### src/hdl/video_pkg.sv
package video_pkg;

    typedef logic [8:0] cnt_t;      // pixel / line count and bounds
    typedef logic [1:0] mode_t;
    typedef logic [3:0] reg_addr_t;

    localparam mode_t mode_48k      = 2'd0;
    localparam mode_t mode_128k     = 2'd1;
    localparam mode_t mode_pentagon = 2'd2;

    // register map
    localparam reg_addr_t addr_mode      = 4'd0;
    localparam reg_addr_t addr_ctrl      = 4'd1;   // bit0 raster en, bit1 vint disable
    localparam reg_addr_t addr_raster    = 4'd2;
    localparam reg_addr_t addr_hinit48k  = 4'd3;
    localparam reg_addr_t addr_vinit48k  = 4'd4;
    localparam reg_addr_t addr_hinit128k = 4'd5;
    localparam reg_addr_t addr_vinit128k = 4'd6;
    localparam reg_addr_t addr_hinitpen  = 4'd7;
    localparam reg_addr_t addr_vinitpen  = 4'd8;

    localparam cnt_t hinit_default = 9'd104;   // csync phase after reset

    typedef struct packed {
        cnt_t end_h;
        cnt_t end_v;
        cnt_t hblank_beg;
        cnt_t hblank_end;
        cnt_t hsync_beg;
        cnt_t hsync_end;
        cnt_t vblank_beg;
        cnt_t vblank_end;
        cnt_t vsync_beg;
        cnt_t vsync_end;
        cnt_t vint_line;
        cnt_t hint_beg;
        cnt_t hint_end;
    } timing_t;

    function automatic timing_t timing_for(input mode_t m);
        timing_t t;
        case (m)
            mode_48k: t = '{end_h: 9'd447, end_v: 9'd311,
                            hblank_beg: 9'd320, hblank_end: 9'd415,
                            hsync_beg: 9'd344, hsync_end: 9'd375,
                            vblank_beg: 9'd248, vblank_end: 9'd255,
                            vsync_beg: 9'd248, vsync_end: 9'd251,
                            vint_line: 9'd248, hint_beg: 9'd2, hint_end: 9'd65};
            mode_128k: t = '{end_h: 9'd455, end_v: 9'd310,
                             hblank_beg: 9'd320, hblank_end: 9'd415,
                             hsync_beg: 9'd344, hsync_end: 9'd375,
                             vblank_beg: 9'd248, vblank_end: 9'd255,
                             vsync_beg: 9'd248, vsync_end: 9'd251,
                             vint_line: 9'd248, hint_beg: 9'd4, hint_end: 9'd67};
            // code 3 falls back to pentagon
            mode_pentagon, 2'd3: t = '{end_h: 9'd447, end_v: 9'd319,
                                       hblank_beg: 9'd336, hblank_end: 9'd399,
                                       hsync_beg: 9'd336, hsync_end: 9'd367,
                                       vblank_beg: 9'd240, vblank_end: 9'd271,
                                       vsync_beg: 9'd240, vsync_end: 9'd255,
                                       vint_line: 9'd239, hint_beg: 9'd323,
                                       hint_end: 9'd386};
        endcase
        return t;
    endfunction

endpackage

### src/hdl/video_regs.sv
`timescale 1ns/1ps

module video_regs (
    input  logic                  clk,
    input  logic                  arst_n,
    input  logic                  reg_we,
    input  video_pkg::reg_addr_t  reg_addr,
    input  video_pkg::cnt_t       reg_wdata,
    output video_pkg::mode_t      mode,
    output logic                  raster_enable,
    output logic                  vint_disable,
    output video_pkg::cnt_t       raster_line,
    output video_pkg::cnt_t       hinit48k,
    output video_pkg::cnt_t       vinit48k,
    output video_pkg::cnt_t       hinit128k,
    output video_pkg::cnt_t       vinit128k,
    output video_pkg::cnt_t       hinitpen,
    output video_pkg::cnt_t       vinitpen
);
    import video_pkg::*;

    //////////////////////////////
    // write decode
    always_ff @(posedge clk or negedge arst_n) begin
        if (!arst_n) begin
            mode          <= mode_48k;
            raster_enable <= 1'b0;
            vint_disable  <= 1'b0;
            raster_line   <= '0;
            hinit48k      <= hinit_default;
            vinit48k      <= '0;
            hinit128k     <= hinit_default;
            vinit128k     <= '0;
            hinitpen      <= hinit_default;
            vinitpen      <= '0;
        end else if (reg_we) begin
            case (reg_addr)
                addr_mode: mode <= reg_wdata[1:0];
                addr_ctrl: begin
                    raster_enable <= reg_wdata[0];
                    vint_disable  <= reg_wdata[1];
                end
                addr_raster:    raster_line <= reg_wdata;
                addr_hinit48k:  hinit48k    <= reg_wdata;
                addr_vinit48k:  vinit48k    <= reg_wdata;
                addr_hinit128k: hinit128k   <= reg_wdata;
                addr_vinit128k: vinit128k   <= reg_wdata;
                addr_hinitpen:  hinitpen    <= reg_wdata;
                addr_vinitpen:  vinitpen    <= reg_wdata;
                default: ;      // above 8, dropped
            endcase
        end
    end

    // mode only moves on a write to its own address
    a_mode_needs_write: assert property (
        @(posedge clk) disable iff (!arst_n)
        $changed(mode) |-> ($past(reg_we) && $past(reg_addr) == addr_mode)
    );

endmodule

### src/hdl/pal_timing.sv
`timescale 1ns/1ps

module pal_timing (
    input  logic              clk,
    input  logic              arst_n,
    input  video_pkg::mode_t  mode,
    output video_pkg::cnt_t   hc,
    output video_pkg::cnt_t   vc,
    output video_pkg::mode_t  cur_mode,
    output logic              frame_start
);
    import video_pkg::*;

    timing_t tm;        // bounds of the latched mode
    logic    h_end;
    logic    v_end;

    assign tm          = timing_for(cur_mode);
    assign h_end       = (hc == tm.end_h);
    assign v_end       = (vc == tm.end_v);
    assign frame_start = h_end && v_end;   // last pixel of last line

    //////////////////////////////
    // pixel and line counters
    always_ff @(posedge clk or negedge arst_n) begin
        if (!arst_n) begin
            hc <= '0;
            vc <= '0;
        end else if (h_end) begin
            hc <= '0;
            if (v_end) begin
                vc <= '0;
            end else begin
                vc <= vc + 9'd1;
            end
        end else begin
            hc <= hc + 9'd1;
        end
    end

    // new geometry only from the first pixel of a frame
    always_ff @(posedge clk or negedge arst_n) begin
        if (!arst_n) begin
            cur_mode <= mode_48k;
        end else if (frame_start) begin
            cur_mode <= mode;
        end
    end

    //////////////////////////////
    // checks
    a_hc_in_range: assert property (
        @(posedge clk) disable iff (!arst_n)
        hc <= tm.end_h
    );

endmodule

### src/hdl/csync_gen.sv
`timescale 1ns/1ps

module csync_gen (
    input  logic              clk,
    input  logic              arst_n,
    input  logic              frame_start,
    input  video_pkg::mode_t  mode,       // register mode, picked up at the wrap
    input  video_pkg::mode_t  cur_mode,
    input  video_pkg::cnt_t   hinit48k,
    input  video_pkg::cnt_t   vinit48k,
    input  video_pkg::cnt_t   hinit128k,
    input  video_pkg::cnt_t   vinit128k,
    input  video_pkg::cnt_t   hinitpen,
    input  video_pkg::cnt_t   vinitpen,
    output logic              csync
);
    import video_pkg::*;

    timing_t tm;
    cnt_t    hsh;   // phase-shifted pixel count
    cnt_t    vsh;   // phase-shifted line count

    assign tm = timing_for(cur_mode);

    always_ff @(posedge clk or negedge arst_n) begin
        if (!arst_n) begin
            hsh <= hinit_default;
            vsh <= '0;
        end else if (frame_start) begin
            case (mode)
                mode_48k: begin
                    hsh <= hinit48k;
                    vsh <= vinit48k;
                end
                mode_128k: begin
                    hsh <= hinit128k;
                    vsh <= vinit128k;
                end
                default: begin
                    hsh <= hinitpen;
                    vsh <= vinitpen;
                end
            endcase
        end else if (hsh == tm.end_h) begin
            hsh <= '0;
            vsh <= (vsh == tm.end_v) ? '0 : vsh + 9'd1;
        end else begin
            hsh <= hsh + 9'd1;
        end
    end

    //////////////////////////////
    // pulse shapes per line
    always_comb begin
        csync = 1'b1;
        if (vsh < 9'd248 || vsh > 9'd255) begin
            if (hsh <= 9'd27)
                csync = 1'b0;   // line sync
        end else if (vsh == 9'd251 || vsh == 9'd252) begin
            if (hsh <= 9'd210 || (hsh >= 9'd224 && hsh <= 9'd433))
                csync = 1'b0;   // broad pulses
        end else if (vsh == 9'd253) begin
            if (hsh <= 9'd210 || (hsh >= 9'd224 && hsh <= 9'd237))
                csync = 1'b0;
        end else begin
            // equalizing lines
            if (hsh <= 9'd13 || (hsh >= 9'd224 && hsh <= 9'd237))
                csync = 1'b0;
        end
    end

endmodule

### src/hdl/int_gen.sv
`timescale 1ns/1ps

module int_gen (
    input  video_pkg::cnt_t   hc,
    input  video_pkg::cnt_t   vc,
    input  video_pkg::mode_t  cur_mode,
    input  logic              raster_enable,
    input  logic              vint_disable,
    input  video_pkg::cnt_t   raster_line,
    output logic              int_n,
    output logic              raster_int_active
);
    import video_pkg::*;

    timing_t tm;
    cnt_t    raster_vc;     // line on which the raster int fires
    logic    vint_n;

    assign tm = timing_for(cur_mode);

    // line 0 means the last line of the previous frame
    assign raster_vc = (raster_line == '0) ? tm.end_v : raster_line - 9'd1;

    always_comb begin
        vint_n = 1'b1;
        if (!vint_disable && vc == tm.vint_line &&
            hc >= tm.hint_beg && hc <= tm.hint_end) begin
            vint_n = 1'b0;
        end

        raster_int_active = raster_enable && (vc == raster_vc) &&
                            (hc >= 9'd256) && (hc <= 9'd319);

        int_n = vint_n & ~raster_int_active;   // wired-and of both sources

        if (raster_int_active) begin
            a_raster_on_int: assert (!int_n);
        end
    end

endmodule

### src/hdl/video_out.sv
`timescale 1ns/1ps

module video_out #(
    parameter int color_width = 3
) (
    input  video_pkg::cnt_t         hc,
    input  video_pkg::cnt_t         vc,
    input  video_pkg::mode_t        cur_mode,
    input  logic [color_width-1:0]  ri,
    input  logic [color_width-1:0]  gi,
    input  logic [color_width-1:0]  bi,
    output logic [color_width-1:0]  r,
    output logic [color_width-1:0]  g,
    output logic [color_width-1:0]  b,
    output logic                    hsync,
    output logic                    vsync
);
    import video_pkg::*;

    timing_t tm;
    logic    blank;

    assign tm = timing_for(cur_mode);

    assign blank = (hc >= tm.hblank_beg && hc <= tm.hblank_end) ||
                   (vc >= tm.vblank_beg && vc <= tm.vblank_end);

    //////////////////////////////
    // rgb gate
    assign r = blank ? '0 : ri;
    assign g = blank ? '0 : gi;
    assign b = blank ? '0 : bi;

    // syncs only ever inside blanking, active low
    assign hsync = !(blank && hc >= tm.hsync_beg && hc <= tm.hsync_end);
    assign vsync = !(blank && vc >= tm.vsync_beg && vc <= tm.vsync_end);

endmodule

### src/hdl/video_subsystem.sv
`timescale 1ns/1ps

module video_subsystem #(
    parameter int color_width = 3
) (
    input  logic                    clk,
    input  logic                    arst_n,
    input  logic                    reg_we,
    input  video_pkg::reg_addr_t    reg_addr,
    input  video_pkg::cnt_t         reg_wdata,
    input  logic [color_width-1:0]  ri,
    input  logic [color_width-1:0]  gi,
    input  logic [color_width-1:0]  bi,
    output video_pkg::cnt_t         hcnt,
    output video_pkg::cnt_t         vcnt,
    output logic [color_width-1:0]  r,
    output logic [color_width-1:0]  g,
    output logic [color_width-1:0]  b,
    output logic                    hsync,
    output logic                    vsync,
    output logic                    csync,
    output logic                    int_n,
    output logic                    raster_int_active
);
    import video_pkg::*;

    mode_t mode;        // as written
    mode_t cur_mode;    // as latched at frame wrap
    logic  raster_enable;
    logic  vint_disable;
    cnt_t  raster_line;
    cnt_t  hinit48k;
    cnt_t  vinit48k;
    cnt_t  hinit128k;
    cnt_t  vinit128k;
    cnt_t  hinitpen;
    cnt_t  vinitpen;
    cnt_t  hc;
    cnt_t  vc;
    logic  frame_start;

    assign hcnt = hc;
    assign vcnt = vc;

    //////////////////////////////
    // blocks
    video_regs video_regs_i (
        .clk(clk), .arst_n(arst_n),
        .reg_we(reg_we), .reg_addr(reg_addr), .reg_wdata(reg_wdata),
        .mode(mode), .raster_enable(raster_enable), .vint_disable(vint_disable),
        .raster_line(raster_line),
        .hinit48k(hinit48k), .vinit48k(vinit48k),
        .hinit128k(hinit128k), .vinit128k(vinit128k),
        .hinitpen(hinitpen), .vinitpen(vinitpen)
    );

    pal_timing pal_timing_i (
        .clk(clk), .arst_n(arst_n), .mode(mode),
        .hc(hc), .vc(vc), .cur_mode(cur_mode), .frame_start(frame_start)
    );

    csync_gen csync_gen_i (
        .clk(clk), .arst_n(arst_n), .frame_start(frame_start),
        .mode(mode), .cur_mode(cur_mode),
        .hinit48k(hinit48k), .vinit48k(vinit48k),
        .hinit128k(hinit128k), .vinit128k(vinit128k),
        .hinitpen(hinitpen), .vinitpen(vinitpen),
        .csync(csync)
    );

    int_gen int_gen_i (
        .hc(hc), .vc(vc), .cur_mode(cur_mode),
        .raster_enable(raster_enable), .vint_disable(vint_disable),
        .raster_line(raster_line),
        .int_n(int_n), .raster_int_active(raster_int_active)
    );

    video_out #(.color_width(color_width)) video_out_i (
        .hc(hc), .vc(vc), .cur_mode(cur_mode),
        .ri(ri), .gi(gi), .bi(bi),
        .r(r), .g(g), .b(b), .hsync(hsync), .vsync(vsync)
    );

endmodule

### config.mk
export PLATFORM = sky130hd
export DESIGN_NAME = video_subsystem
export DESIGN_NICKNAME = d
export VERILOG_FILES = /design/src/hdl/video_pkg.sv /design/src/hdl/video_regs.sv /design/src/hdl/pal_timing.sv /design/src/hdl/csync_gen.sv /design/src/hdl/int_gen.sv /design/src/hdl/video_out.sv /design/src/hdl/video_subsystem.sv
export SDC_FILE = /design/constraint.sdc
export NUM_CORES = 1
export LEC_CHECK = 0
export BUFFER_PORTS_ARGS = -buffer_cell sky130_fd_sc_hd__buf_2
export CAP_MARGIN = 30
export CORE_UTILIZATION = 40
export CTS_CLUSTER_DIAMETER = 30
export CTS_CLUSTER_SIZE = 14
export DETAILED_ROUTE_END_ITERATION = 7
export PLACE_DENSITY = 0.59
export SLEW_MARGIN = 25
export SYNTH_ARGS = -nofsm -noshare
export SYNTH_HDL_FRONTEND = slang
export SYNTH_SLANG_ARGS = --single-unit
### constraint.sdc
create_clock -name clk -period 3.3 [get_ports clk]
set_input_delay 0.33 -clock clk [delete_from_list [all_inputs] [get_ports clk]]
set_output_delay 0.33 -clock clk [all_outputs]
set_load 0.1 [all_outputs]
# Word-level counts from Yosys, hierarchy flattened
# Cells that the tools add are included.
classes:
  multipliers: 0
  bitwise: 2
  n_addsub: 5
  magnitude_cmp: 20
  shifts: 0
  n_reduce_logical: 39
  div_mod_pow: 0
  n_eq_ne: 21
  n_mux: 22
op_table:
  columns: ["operator", "count"]
  rows:
  - ["one-hot mux 117 bit (3 select lines)", 1]
  - ["two-way mux 9 bit", 8]
  - ["equality test 9 bit", 6]
  - [">= comparator 9 bit", 5]
  - ["less-or-equal comparator 9 bit", 5]
  - ["adder 9 x 1 -> 9 bit (second input constant)", 4]
  - ["one-hot mux 9 bit (2 select lines)", 2]
  - ["equality test 9 x 8 -> 1 bit (second input constant)", 3]
  - ["less-or-equal comparator 9 x 8 -> 1 bit (second input constant)", 2]
  - ["less-or-equal comparator 9 bit (second input constant)", 2]
  - ["AND reduction 2 bit", 9]
  - ["equality test 4 x 3 -> 1 bit (second input constant)", 4]
  - ["logical AND 1 bit", 15]
  - [">= comparator 9 x 8 -> 1 bit (second input constant)", 1]
  - [">= comparator 9 bit (second input constant)", 1]
  - ["greater-than comparator 9 x 8 -> 1 bit (second input constant)", 1]
  - ["less-or-equal comparator 9 x 4 -> 1 bit (second input constant)", 1]
  - ["less-or-equal comparator 9 x 5 -> 1 bit (second input constant)", 1]
  - ["logical NOT 9 bit", 1]
  - ["< comparator 9 x 8 -> 1 bit (second input constant)", 1]
  - ["two-way mux 3 bit", 3]
  - ["subtractor 9 x 1 -> 9 bit (second input constant)", 1]
  - ["equality test 4 x 2 -> 1 bit (second input constant)", 2]
  - ["two-way mux 1 bit", 8]
  - ["other kinds (12)", 22]
word_totals:
  out_inout_bits: 32
  latch_bits: 0
  mem_bits_ro: 0
  mem_count: 0
  input_bits: 25
  ff_bits: 105
  elab_cells: 124
  ramBits: 0

# Depth between registers and ports, before layout
# Gate-level depths: netlist of run 1.
depth:
  ltp_word: 10
  ltp_mapped: 10
  mapped_depth_nobuf: 8

# Cells and area by module
# Synthesis of run 1 repeated with hierarchy kept, for this count alone.
hier_totals:
  cells_unflattened: 624
  hier_area_um2: 6610.1
by_module_without_submodules:
  columns: ["module", "area_each_um2", "seq_area_each_um2", "n_inst", "cells_per_inst"]
  rows:
  - ["video_regs", 2606.2, 1687.9, 1, 151]
  - ["csync_gen", 1826.8, 454.2, 1, 225]
  - ["pal_timing", 1021.0, 500.5, 1, 95]
  - ["int_gen", 715.7, 0.0, 1, 94]
  - ["video_out", 440.4, 0.0, 1, 59]

# Worst setup path before layout of run 1
# OpenSTA, ideal clock, no wires.
synth_path:
  path_type: "register to output"
  start: "register pal_timing_i.vc[6]"
  end: "output port raster_int_active"
  path_buffers: 1
  setup_slack_ps: -1978
  required_time_ps: 2970
  path_stages_with_launch: 8
  arrival_ps: 4948
  path_cell_list: "dfrtp_1 clkbuf_1 nand2b_1 a32oi_1 a221o_2 a21oi_1 a21oi_1 nor4_1"
synth_via:
  elab_chain_len: 4
synth_lines:
  columns: ["element", "line_no", "rtl"]
  rows:
  - ["start: declaration", "pal_timing.sv:8", "output video_pkg::cnt_t vc,"]
  - ["start signal: assignment", "pal_timing.sv:34", "vc <= vc + 9'd1;"]
  - ["equality test 9 bit", "int_gen.sv:31", "raster_int_active = raster_enable && (vc == raster_vc) &&"]
  - ["logical AND 1 bit (2 in a row)", "int_gen.sv:31", null]
  - ["logical AND 1 bit", "int_gen.sv:32", "(hc >= 9'd256) && (hc <= 9'd319);"]
  - ["end: declaration", "video_subsystem.sv:23", "output logic raster_int_active"]
# No other way between the ends.

# Worst setup path in the final report of run 1
layout_path:
  start: "register pal_timing_i.hc[0]"
  end: "output port int_n"
layout_via:
  elab_chain_len: 5
  elab_cells_between_ends: 11
  cone_classes: "order compare (4); mux (1); bitwise (2); reduce/logical (4)"
layout_lines:
  columns: ["element", "line_no", "rtl"]
  rows:
  - ["start: declaration", "pal_timing.sv:7", "output video_pkg::cnt_t hc,"]
  - ["start signal: assignment", "pal_timing.sv:37", "hc <= hc + 9'd1;"]
  - [">= comparator 9 bit (on tied branches)", "int_gen.sv:27, int_gen.sv:32", null]
  - ["logical AND 1 bit (on tied branches)", "int_gen.sv:26, int_gen.sv:31", null]
  - ["logical AND 1 bit (on tied branches)", "int_gen.sv:27, int_gen.sv:32", null]
  - ["two-way mux 1 bit / NOT 1 bit (equally long branches)", "int_gen.sv:26, int_gen.sv:34", null]
  - ["AND 1 bit *", "int_gen.sv:34", "int_n = vint_n & ~raster_int_active;"]
  - ["end: declaration", "video_subsystem.sv:22", "output logic int_n,"]
# Mark *: on every way between the ends. The rest lies on a longest branch, timed or not.

==> impl_metrics.tcl, run 1 <==
set metrics [dict create \
    finalPower_mw 3.46 \
    die_w_um 129 \
    drv_slew 0 \
    power.density_mw_per_mm2 459 \
    clkSlewWorstSetupHoldPaths_ns 0.08 \
    slew_headroom_pct 41.4 \
    syn_to_final_growth_pct 16.0 \
    cts_setup_buffers 0 \
    yosys_warnings 0 \
    viasPerCell 5.60 \
    route.detailed.drc 0 \
    final_cell_area_sq_mm 0.00753 \
    row_count 46 \
    power_leakage_nw 3.22 \
    setup_tns_ns 0 \
    post_dp_cell_area_sq_mm 0.00718 \
    drv_cap 0 \
    tightest_slew_ns 0.877 \
    diodes 0 \
    syn_nets 699 \
    worst_ep_required_time_ns 2.97 \
    clock_skew_ns 0.00984 \
    ant_nets 0 \
    crit_path_max_fanout 5 \
    die_h_um 129 \
    fmax_ghz 0.316 \
    cts_made_buffers 9 \
    io_pins 57 \
    async_flop_share_pct 100 \
    drive_gt1_share_pct 29.7 \
    setup_viol 0 \
    power_frac_seq_pct 47.7 \
    worst_setup_path_end_kind "output pin" \
    p_int_mw 2.44 \
    power.share.combinational_pct 19.4 \
    outcome "finished, final reports clean" \
    post_drt_wl_per_cell_um 17.4 \
    synthCells 641 \
    p_switching_mw 1.02 \
    ys_seq_area_share_pct 40.7 \
    cts_max_level 3 \
    initial_core_util_pct 40.8 \
    synth_edf_count 0 \
    grt_antenna_before_repair 0 \
    dr.first_iter.drc_count 402 \
    nNetsFinal 747 \
    netSwitchingFraction_pct 29.4 \
    routed_wl_mm 15.9 \
    dp_slack_ns 0.377 \
    track_usage_pct 19.8 \
    port_buffers 56 \
    vdd_drop_max_v 0.000271 \
    critPathArrivalTime_ns 2.83 \
    placeableCoreArea_sq_mm 0.0159 \
    fin_crit_ns 3.16 \
    power.share.clock_pct 32.9 \
    grt_overflow_total 0 \
    clkSinkCount 105 \
    syn_area_sq_mm 0.00649 \
    cts_tree "built" \
    num_vias 5093 \
    startpoint_type "register" \
    hold_viol_final 0 \
    yosysUniqueCellTypes 72 \
    dieArea_sq_mm 0.0167 \
    ys.flop_type "dfrtp_1" \
    gp_congestion 0.865 \
    crit_type "register to output pin" \
    clock_tree.root_cell "clkbuf_16" \
    utilization_pct 47.4 \
    worst_slack_ns 0.139 \
    synth-seq-cells 105 \
    first_global_vias 4970 \
    dp_hpwl_mm 11.6 \
    period_share_pct 95.8 \
    syn_area_per_cell_sq_um 10.1 \
    grt_max_degree 53 \
    grt_pass1_wl_mm 25.9 \
    clockBufferDepth 2 \
    firstDrtPassIters 5 \
    min_path_type "input port to asynchronous set/reset pin" \
    clkLatencyLatePin_ns 0.35 \
]
==> logic make-up after synthesis <==
kind of cell,count (synthesis),synth area share [%]
and+or+nand+nor,196,16.7
AOI/OAI and AO/OA,128,13.3
adders and majority gates,33,6.36
xor gates and xnor gates,22,3.20
muxes,90,15.2
DFF,105,40.7
buffers and inverters,67,4.51
==> cell usage in the layout (no fill, tap or decap), types with 4 or more instances in the layout <==
cell type  count
nand2_1       27
nor2b_1        7
and3_1        10
o21ai_0       23
ha_1          33
nand3b_1      10
nand3_1       26
o31ai_1        5
xor2_1         8
nor3_1         8
buf_12         9
a21oi_1       27
a211oi_1      12
clkbuf_16      9
dfstp_2       12
nor2_1        51
xnor2_1       13
inv_1         25
nand2b_1       5
and2_2         9
a31oi_1       17
mux2i_1       21
or3_1          5
nand4_1        7
buf_2         42
buf_4         25
dfrtp_1       91
nor3b_1        5
o211ai_1       4
mux2_2        69
==> critical path, cell delays in order, from the launching register on <==
cell and delay, ns:
dfrtp_1 0.42, inv_1 0.12, ha_1 0.29, nand2b_1 0.14, a21oi_1 0.15, nor2b_1 0.06, o31a_1 0.24, o41ai_1 0.52
o41a_1 0.26, buf_4 0.29
==> area by class of cell <==
| class | count | area, sq um |
|---|---|---|
| Fill cell | 1532 | 8360 |
| Multi-Input combinational cell | 469 | 3600 |
| Tap cell | 216 | 270 |
| Inverter | 27 | 101 |
| Clock buffer | 9 | 225 |
| Sequential cell | 105 | 2650 |
| Timing Repair Buffer | 77 | 586 |
| Clock inverter | 7 | 98.8 |
==> timing repair <==
action,4_1_cts,5_1_grt
resized for setup,1,10
setup endpoints to repair,1,4
hold buffers,0,0
gates cloned,0,0
==> power by group through the flow <==
stage | Clock, mW | Sequential, mW | Combinational (mW)
global placement | 0 | 1.66 | 0.652
detailed placement | 0 | 1.67 | 0.669
floorplan | 0 | 1.60 | 0.527
global route | 1.21 | 1.68 | 0.732
CTS | 1.16 | 1.65 | 0.672
finish | 1.14 | 1.65 | 0.671
==> Yosys cell counts, types with 4 or more instances <==
cell	number	share of area, %
dfrtp_1	93	36
mux2_2	69	12
nor2_1	51	3.0
ha_1	33	6.4
a21oi_1	28	2.2
nand2_1	27	1.6
clkbuf_1	26	1.5
inv_1	26	1.5
nand3_1	26	2.0
o21ai_0	23	1.8
mux2i_1	21	3.2
a31oi_1	17	1.6
xnor2_1	13	1.8
a211oi_1	12	1.4
dfstp_2	12	4.9
and2_1	11	1.1
and3_1	10	0.96
nand3b_1	10	1.2
nor3_1	9	0.69
buf_2	8	0.62
xor2_1	8	1.1
nand4_1	7	0.67
nor2b_1	7	0.67
nor3b_1	6	0.69
or3_1	6	0.58
nand2b_1	5	0.48
o31ai_1	5	0.58
nor4_1	4	0.39
o211ai_1	4	0.46
==> final timing paths <==
path | startpoint | end | slack, ns | depth (start not counted)
min in group clk | reg_wdata[4] | video_regs_i.vinit128k[4]$_DFFE_PN0P_ | 0.33 | 2
max | pal_timing_i.hc[0]$_DFF_PN0_ | int_n | 0.14 | 9
min reg2reg | video_regs_i.hinit128k[8]$_DFFE_PN0P_ | video_regs_i.hinit128k[8]$_DFFE_PN0P_ | 0.51 | 1
min | arst_n | csync_gen_i.vsh[8]$_DFFE_PN0P_ | 0.0005 | 1
max reg2reg | pal_timing_i.vc[8]$_DFFE_PN0N_ | csync_gen_i.hsh[4]$_DFF_PN0_ | 0.62 | 7
max in group asynchronous | arst_n | video_regs_i.hinitpen[5]$_DFFE_PN1P_ | 2.46 | 2
==> layer usage <==
| layer | global-route usage (%) | share of wire, % | vias to the layer above |
|---|---|---|---|
| met1 | 27.6 | 48 | 2526 |
| met3 | 2.81 | 4.0 | 12 |
| met4 | 5.33 | 0.98 | 0 |
| met2 | 32.0 | 47 | 123 |
| met5 | 0 | 0 | - |
| li1 | - | - | 2432 |
==> through the flow <==
step                      hold WS [ns]  cells
after detailed placement         0.419    894
after CTS                       0.0345    910
after global routing            0.0549    910
after floorplan                 0.0344    641
final                         0.000480    910
after global placement           0.416    894
(Power assumes the default switching activity.)
==> run 2: changes to the inputs <==
--- a/config.mk
+++ b/config.mk
@@ -11,7 +11,7 @@
 export CTS_CLUSTER_DIAMETER = 30
 export CTS_CLUSTER_SIZE = 14
 export DETAILED_ROUTE_END_ITERATION = 7
-export PLACE_DENSITY = 0.59
+export PLACE_DENSITY = 0.57
 export SLEW_MARGIN = 25
 export SYNTH_ARGS = -nofsm -noshare
 export SYNTH_HDL_FRONTEND = slang
==> run 2 against run 1 <==
Effect of this change: sequential cell count unchanged; non-clock buffer count up 6; routed wire length is 0.71% lower; die area unchanged.
==> impl_metrics.tcl, run 2 (synthesis gave the netlist of run 1 again) <==
set metrics [dict create \
    outcome "finished, final reports clean" \
    post_drt_wl_per_cell_um 17.2 \
    netSwitchingFraction_pct 29.6 \
    grt_max_degree 66 \
    track_usage_pct 19.7 \
    clkSinkCount 105 \
    highest_layer "met4" \
    post_dp_cell_area_sq_mm 0.00719 \
    reg2reg_from "pal_timing_i.vc[8]$_DFFE_PN0N_" \
    worst_ep_required_time_ns 2.97 \
    grt_pass1_wl_mm 25.5 \
    instances_no_fill 916 \
    slew_headroom_pct 38.9 \
    grt_overflow_total 0 \
    port_buffers 56 \
    period_share_pct 99.1 \
    routed_wl_mm 15.7 \
    route.detailed.drc 0 \
    cp.depth 9 \
    path_common_cell "buf_4" \
    grt_antenna_before_repair 0 \
    layout_commonest_cell "dfrtp_1" \
    startpoint_type "register" \
    reg2reg_depth 7 \
    power_leakage_nw 3.25 \
    power.density_mw_per_mm2 446 \
    dp_hpwl_mm 11.5 \
    initial_core_util_pct 40.8 \
    viasPerCell 5.48 \
    first_global_vias 4851 \
    cts_tree "built" \
    num_vias 5024 \
    drv_slew 0 \
    slowest_delay_ns 0.54 \
    nNetsFinal 753 \
    crit_type "register to output pin" \
    dr_wl_met3_um 572 \
    power_frac_seq_pct 48.7 \
    fmax_ghz 0.306 \
    die_h_um 129 \
    dr.first_iter.drc_count 444 \
    cp-startpoint "pal_timing_i.cur_mode[1]$_DFFE_PN0P_" \
    power.share.clock_pct 31.3 \
    min_path_cells 2 \
    row_count 46 \
    dp_cells 894 \
    rrSetupSlack_ns 0.66 \
    multi_input_area_sq_mm 0.00362 \
    hold_viol_final 0 \
    seq_area_sq_mm 0.00265 \
    crit_path_max_fanout 8 \
    crit_family "compound AO/OA/AOI/OAI gates" \
    min_path_type "input port to register" \
    p_switching_mw 1.00 \
    path_buf_inv 2 \
    placeableCoreArea_sq_mm 0.0159 \
    critPathArrivalTime_ns 2.94 \
    die_w_um 129 \
    worst_setup_path_end_kind "output pin" \
    cp_slowest_cell "o41ai_1" \
    drive_gt1_share_pct 30.3 \
    ant_nets 0 \
    vdd_drop_max_v 0.000287 \
    fin_crit_ns 3.27 \
    cts_made_buffers 9 \
    power.share.combinational_pct 20.1 \
    p_int_mw 2.39 \
    gp_congestion 0.849 \
    cts_max_level 3 \
    met1_length_mm 7.50 \
    firstDrtPassIters 4 \
    syn_to_final_growth_pct 17.0 \
    crit_chain "buf_4, ha_1, nand2b_1, a21oi_1, nor2b_1, o31a_1, o41ai_1, o41a_1, buf_4" \
    drv_cap 0 \
    tightest_slew_ns 0.910 \
    route.met2.wl_mm 7.40 \
    fill_cells 1496 \
    setup_viol 0 \
    dieArea_sq_mm 0.0167 \
    final_cell_area_sq_mm 0.00759 \
    layout_common_cells "dfrtp_1, mux2_2, nor2_1" \
    diodes 0 \
    clock_skew_ns 0.0108 \
    clockBufferDepth 2 \
    min_from "reg_wdata[4]" \
    endpoint "int_n" \
    clkLatencyLatePin_ns 0.35 \
    clock_tree.root_cell "clkbuf_16" \
    io_pins 57 \
    r2r_end "csync_gen_i.vsh[6]$_DFFE_PN0P_" \
    clkSlewWorstSetupHoldPaths_ns 0.08 \
]
[run 2: changes by cell type in the layout (fill, tap and decap cells not counted), moves of 2 or more]
| cell | before | now |
|---|---|---|
| buf_12 | 9 | 11 |
| buf_4 | 25 | 27 |
| buf_6 | 0 | 2 |
| clkinv_8 | 2 | 0 |
[run 2: power by group through the flow]
stage | Sequential, mW | Clock (mW) | Combinational [mW]
5_1_grt | 1.68 | 1.13 | 0.746
2_1_floorplan | 1.60 | 0 | 0.527
6_report | 1.65 | 1.06 | 0.679
3_3_place_gp | 1.66 | 0 | 0.652
4_1_cts | 1.65 | 1.08 | 0.679
3_5_place_dp | 1.67 | 0 | 0.671
[run 2: per-layer routing]
metal  track usage (%)  vias to the layer above
met5                 0                        -
met4              6.92                        0
met3              2.89                       21
met2              31.5                      107
met1              27.1                     2451
li1                  -                     2445
[run 2: how the worst min path moves through the flow]
stage	end	slack, ns
2_1_floorplan	csync_gen_i.hsh[0]$_DFF_PN0_	0.03
3_3_place_gp	pal_timing_i.hc[0]$_DFF_PN0_	0.49
3_5_place_dp	video_regs_i.vinit48k[0]$_DFFE_PN0P_	0.49
4_1_cts	csync_gen_i.vsh[5]$_DFFE_PN0P_	0.12
5_1_grt	video_regs_i.raster_line[4]$_DFFE_PN0P_	0.33
6_report	video_regs_i.vinit128k[4]$_DFFE_PN0P_	0.32
[run 2: through the flow]
stage                TNS, ns  setup WS (ns)  util (%)  hold slack [ns]  power [mW]
floorplan             -0.288         -0.160         -           0.0344        2.13
global placement           0          0.292      45.3            0.486        2.31
detailed placement         0          0.267      45.3            0.492        2.34
CTS                        0        0.00105      47.2            0.120        3.41
global route        -0.00216       -0.00180      47.8            0.332        3.55
finish                     0         0.0309      47.8            0.317        3.39
[run 2: timing repair]
item / 4_1_cts / 5_1_grt
hold buffers: 0 / 1
buffers inserted: 0 / 4
cloned: 0 / 0
gates resized for setup: 6 / 9
endpoints found under the setup margin: 4 / 4
endpoints found under the hold margin: 0 / 30
[run 2: area by class of cell]
cell class                      count  area share, %
Multi-Input combinational cell    469           47.7
Sequential cell                   105           34.9
Timing Repair Buffer               83           8.77
Tap cell                          216           3.56
Clock buffer                       11           3.20
Inverter                           27           1.34
Clock inverter                      5          0.593
[run 2: worst reg2reg max path, cell delays in order, from the launching register on]
cell	delay, ns
dfrtp_1	0.55
inv_1	0.17
o41ai_2	0.38
nor4b_4	0.44
nand2_1	0.11
buf_4	0.27
a211oi_1	0.52
a31oi_1	0.07
==> run 3: changes to the inputs <==
--- a/config.mk
+++ b/config.mk
@@ -11,7 +11,7 @@
 export CTS_CLUSTER_DIAMETER = 30
 export CTS_CLUSTER_SIZE = 14
 export DETAILED_ROUTE_END_ITERATION = 7
-export PLACE_DENSITY = 0.57
+export PLACE_DENSITY = 0.59
 export SLEW_MARGIN = 25
 export SYNTH_ARGS = -nofsm -noshare
 export SYNTH_HDL_FRONTEND = slang
==> constraint.sdc (replaced) <==
create_clock -name clk -period 2.69 [get_ports clk]
set_input_delay 0.269 -clock clk [delete_from_list [all_inputs] [get_ports clk]]
set_output_delay 0.269 -clock clk [all_outputs]
set_load 0.1 [all_outputs]
==> run 3 against run 2 <==
Effect of this change: the run now ends with negative hold slack, negative setup slack left; core utilization grew 4.5 points; global-route usage grew 0.38 points; clock skew grew 0.0011 ns; sequential cell count is the same; largest power group unchanged; largest cell class unchanged.
==> impl_metrics.tcl, run 3 (synthesis gave the netlist of run 1 again) <==
set metrics [dict create \
    tightest_slew_ns 0.772 \
    initial_core_util_pct 40.8 \
    rrSetupSlack_ns 0.10 \
    clockBufferDepth 2 \
    worst_setup_path_end_kind "output pin" \
    crit_family "compound AO/OA/AOI/OAI gates" \
    min_path_type "input port to asynchronous set/reset pin" \
    cts_made_buffers 9 \
    dp_slack_ns -0.0140 \
    vdd_drop_max_v 0.000397 \
    instances_no_fill 947 \
    drv_cap 0 \
    dieArea_sq_mm 0.0167 \
    grt_max_degree 59 \
    hold_viol_final 9 \
    startpoint_type "register" \
    dp_hpwl_mm 11.6 \
    die_h_um 129 \
    r2r_end "csync_gen_i.vsh[6]$_DFFE_PN0P_" \
    cts_max_level 3 \
    cp_slowest_cell "o41a_2" \
    worst_slack_ns -0.213 \
    num_vias 5243 \
    grt_overflow_total 0 \
    ant_nets 0 \
    clkSinkCount 105 \
    multi_input_area_sq_mm 0.00396 \
    routed_wl_mm 16.6 \
    dp_cells 914 \
    post_dp_cell_area_sq_mm 0.00747 \
    seq_area_sq_mm 0.00270 \
    layout_common_cells "mux2_2, dfrtp_1, nor2_1, buf_4, buf_2" \
    crit_type "register to output pin" \
    cp-startpoint "video_regs_i.raster_line[1]$_DFFE_PN0P_" \
    fill_cells 1415 \
    gp_congestion 0.855 \
    critPathArrivalTime_ns 2.63 \
    hold_buffers 0 \
    layout_commonest_cell "mux2_2" \
    utilization_pct 52.3 \
    post_drt_wl_per_cell_um 17.5 \
    fmax_ghz 0.344 \
    diodes 0 \
    slew_headroom_pct 48.5 \
    syn_to_final_growth_pct 28.0 \
    met1_usage_pct 28.0 \
    reg2reg_from "pal_timing_i.hc[4]$_DFF_PN0_" \
    clock_tree.root_cell "clkbuf_16" \
    reg2reg_depth 8 \
    dr.first_iter.drc_count 400 \
    cts_tree "built" \
    crit_path_max_fanout 4 \
    power_leakage_nw 3.43 \
    hold_ws_ns -0.0246 \
    violations "negative hold slack, negative setup slack" \
    port_buffers 56 \
    placeableCoreArea_sq_mm 0.0159 \
    setup_viol 13 \
    crit_chain "inv_2, ha_1, nor3b_2, o21bai_1, a221o_2, a21oi_4, a21boi_2, o41a_2, buf_12" \
    gr-usage-met3_pct 3.47 \
    io_pins 57 \
    rsz0062_at_grt "true" \
    outcome "complete, but fails checks" \
    row_count 46 \
    grt_util_met2_pct 31.9 \
    drv_slew 0 \
    route.detailed.drc 0 \
    worst_ep_required_time_ns 2.42 \
    grt_antenna_before_repair 0 \
    clkLatencyLatePin_ns 0.36 \
    power.density_mw_per_mm2 509 \
    period_share_pct 108 \
    drive_gt1_share_pct 43.0 \
    die_w_um 129 \
    final_cell_area_sq_mm 0.00830 \
    firstDrtPassIters 5 \
    clkSlewWorstSetupHoldPaths_ns 0.08 \
    fin_crit_ns 2.90 \
    nNetsFinal 784 \
    path_buf_inv 2 \
    viasPerCell 5.54 \
    slowest_delay_ns 0.50 \
    clock_skew_ns 0.0119 \
    first_global_vias 4975 \
    track_usage_pct 20.1 \
    gr-max-usage-layer "met2" \
    grt_pass1_wl_mm 26.2 \
]
-- run 3: cell type report --
class	instances	share of cell area, %
clock buffer	11	2.92
clock inverter	5	0.558
inverter	27	1.22
multi-input combinational	469	47.7
sequential	105	32.5
tap	216	3.26
timing repair buffer	114	11.8
-- run 3: layer usage --
layer / vias to the layer above / part of all wire (%)
met4: 0 / 1.7
met5: - / 0
met3: 26 / 3.5
met1: 2599 / 47
met2: 98 / 48
li1: 2520 / -
-- run 3: worst max path at each step --
stage	to	slack (ns)	depth (start not counted)
floorplan	raster_int_active	-0.26	8
global placement	vsync	0.07	8
detailed placement	int_n	-0.01	9
CTS	int_n	-0.23	10
global route	int_n	-0.32	9
finish	int_n	-0.21	9
-- run 3: repair_timing --
action | 4_1_cts | 5_1_grt
setup buffers | 2 | 15
gates resized for setup | 22 | 74
setup endpoints to repair | 14 | 14
endpoints found under the hold margin | 0 | 0
gates cloned | 0 | 1
pin swaps | 7 | 21
-- run 3: worst register-to-register path, delay by kind of cell (launching register included) --
kind            cells  cell delay (ns)
simple gates        3             0.72
compound gates      3             0.88
flops               1             0.51
buf+inv             2             0.34
-- run 3: where the power goes --
part	internal, mW	leakage (nW)	switching (mW)
clock network	0.672	0.143	0.632
logic	0.467	2.03	0.480
registers	1.83	1.26	0.141
-- run 3: through the flow --
stage / power [mW] / TNS [ns]
finish: 4.23 / -1.43
global route: 4.42 / -2.60
CTS: 4.21 / -1.02
detailed placement: 2.89 / -0.0140
global placement: 2.86 / 0
floorplan: 2.61 / -0.259
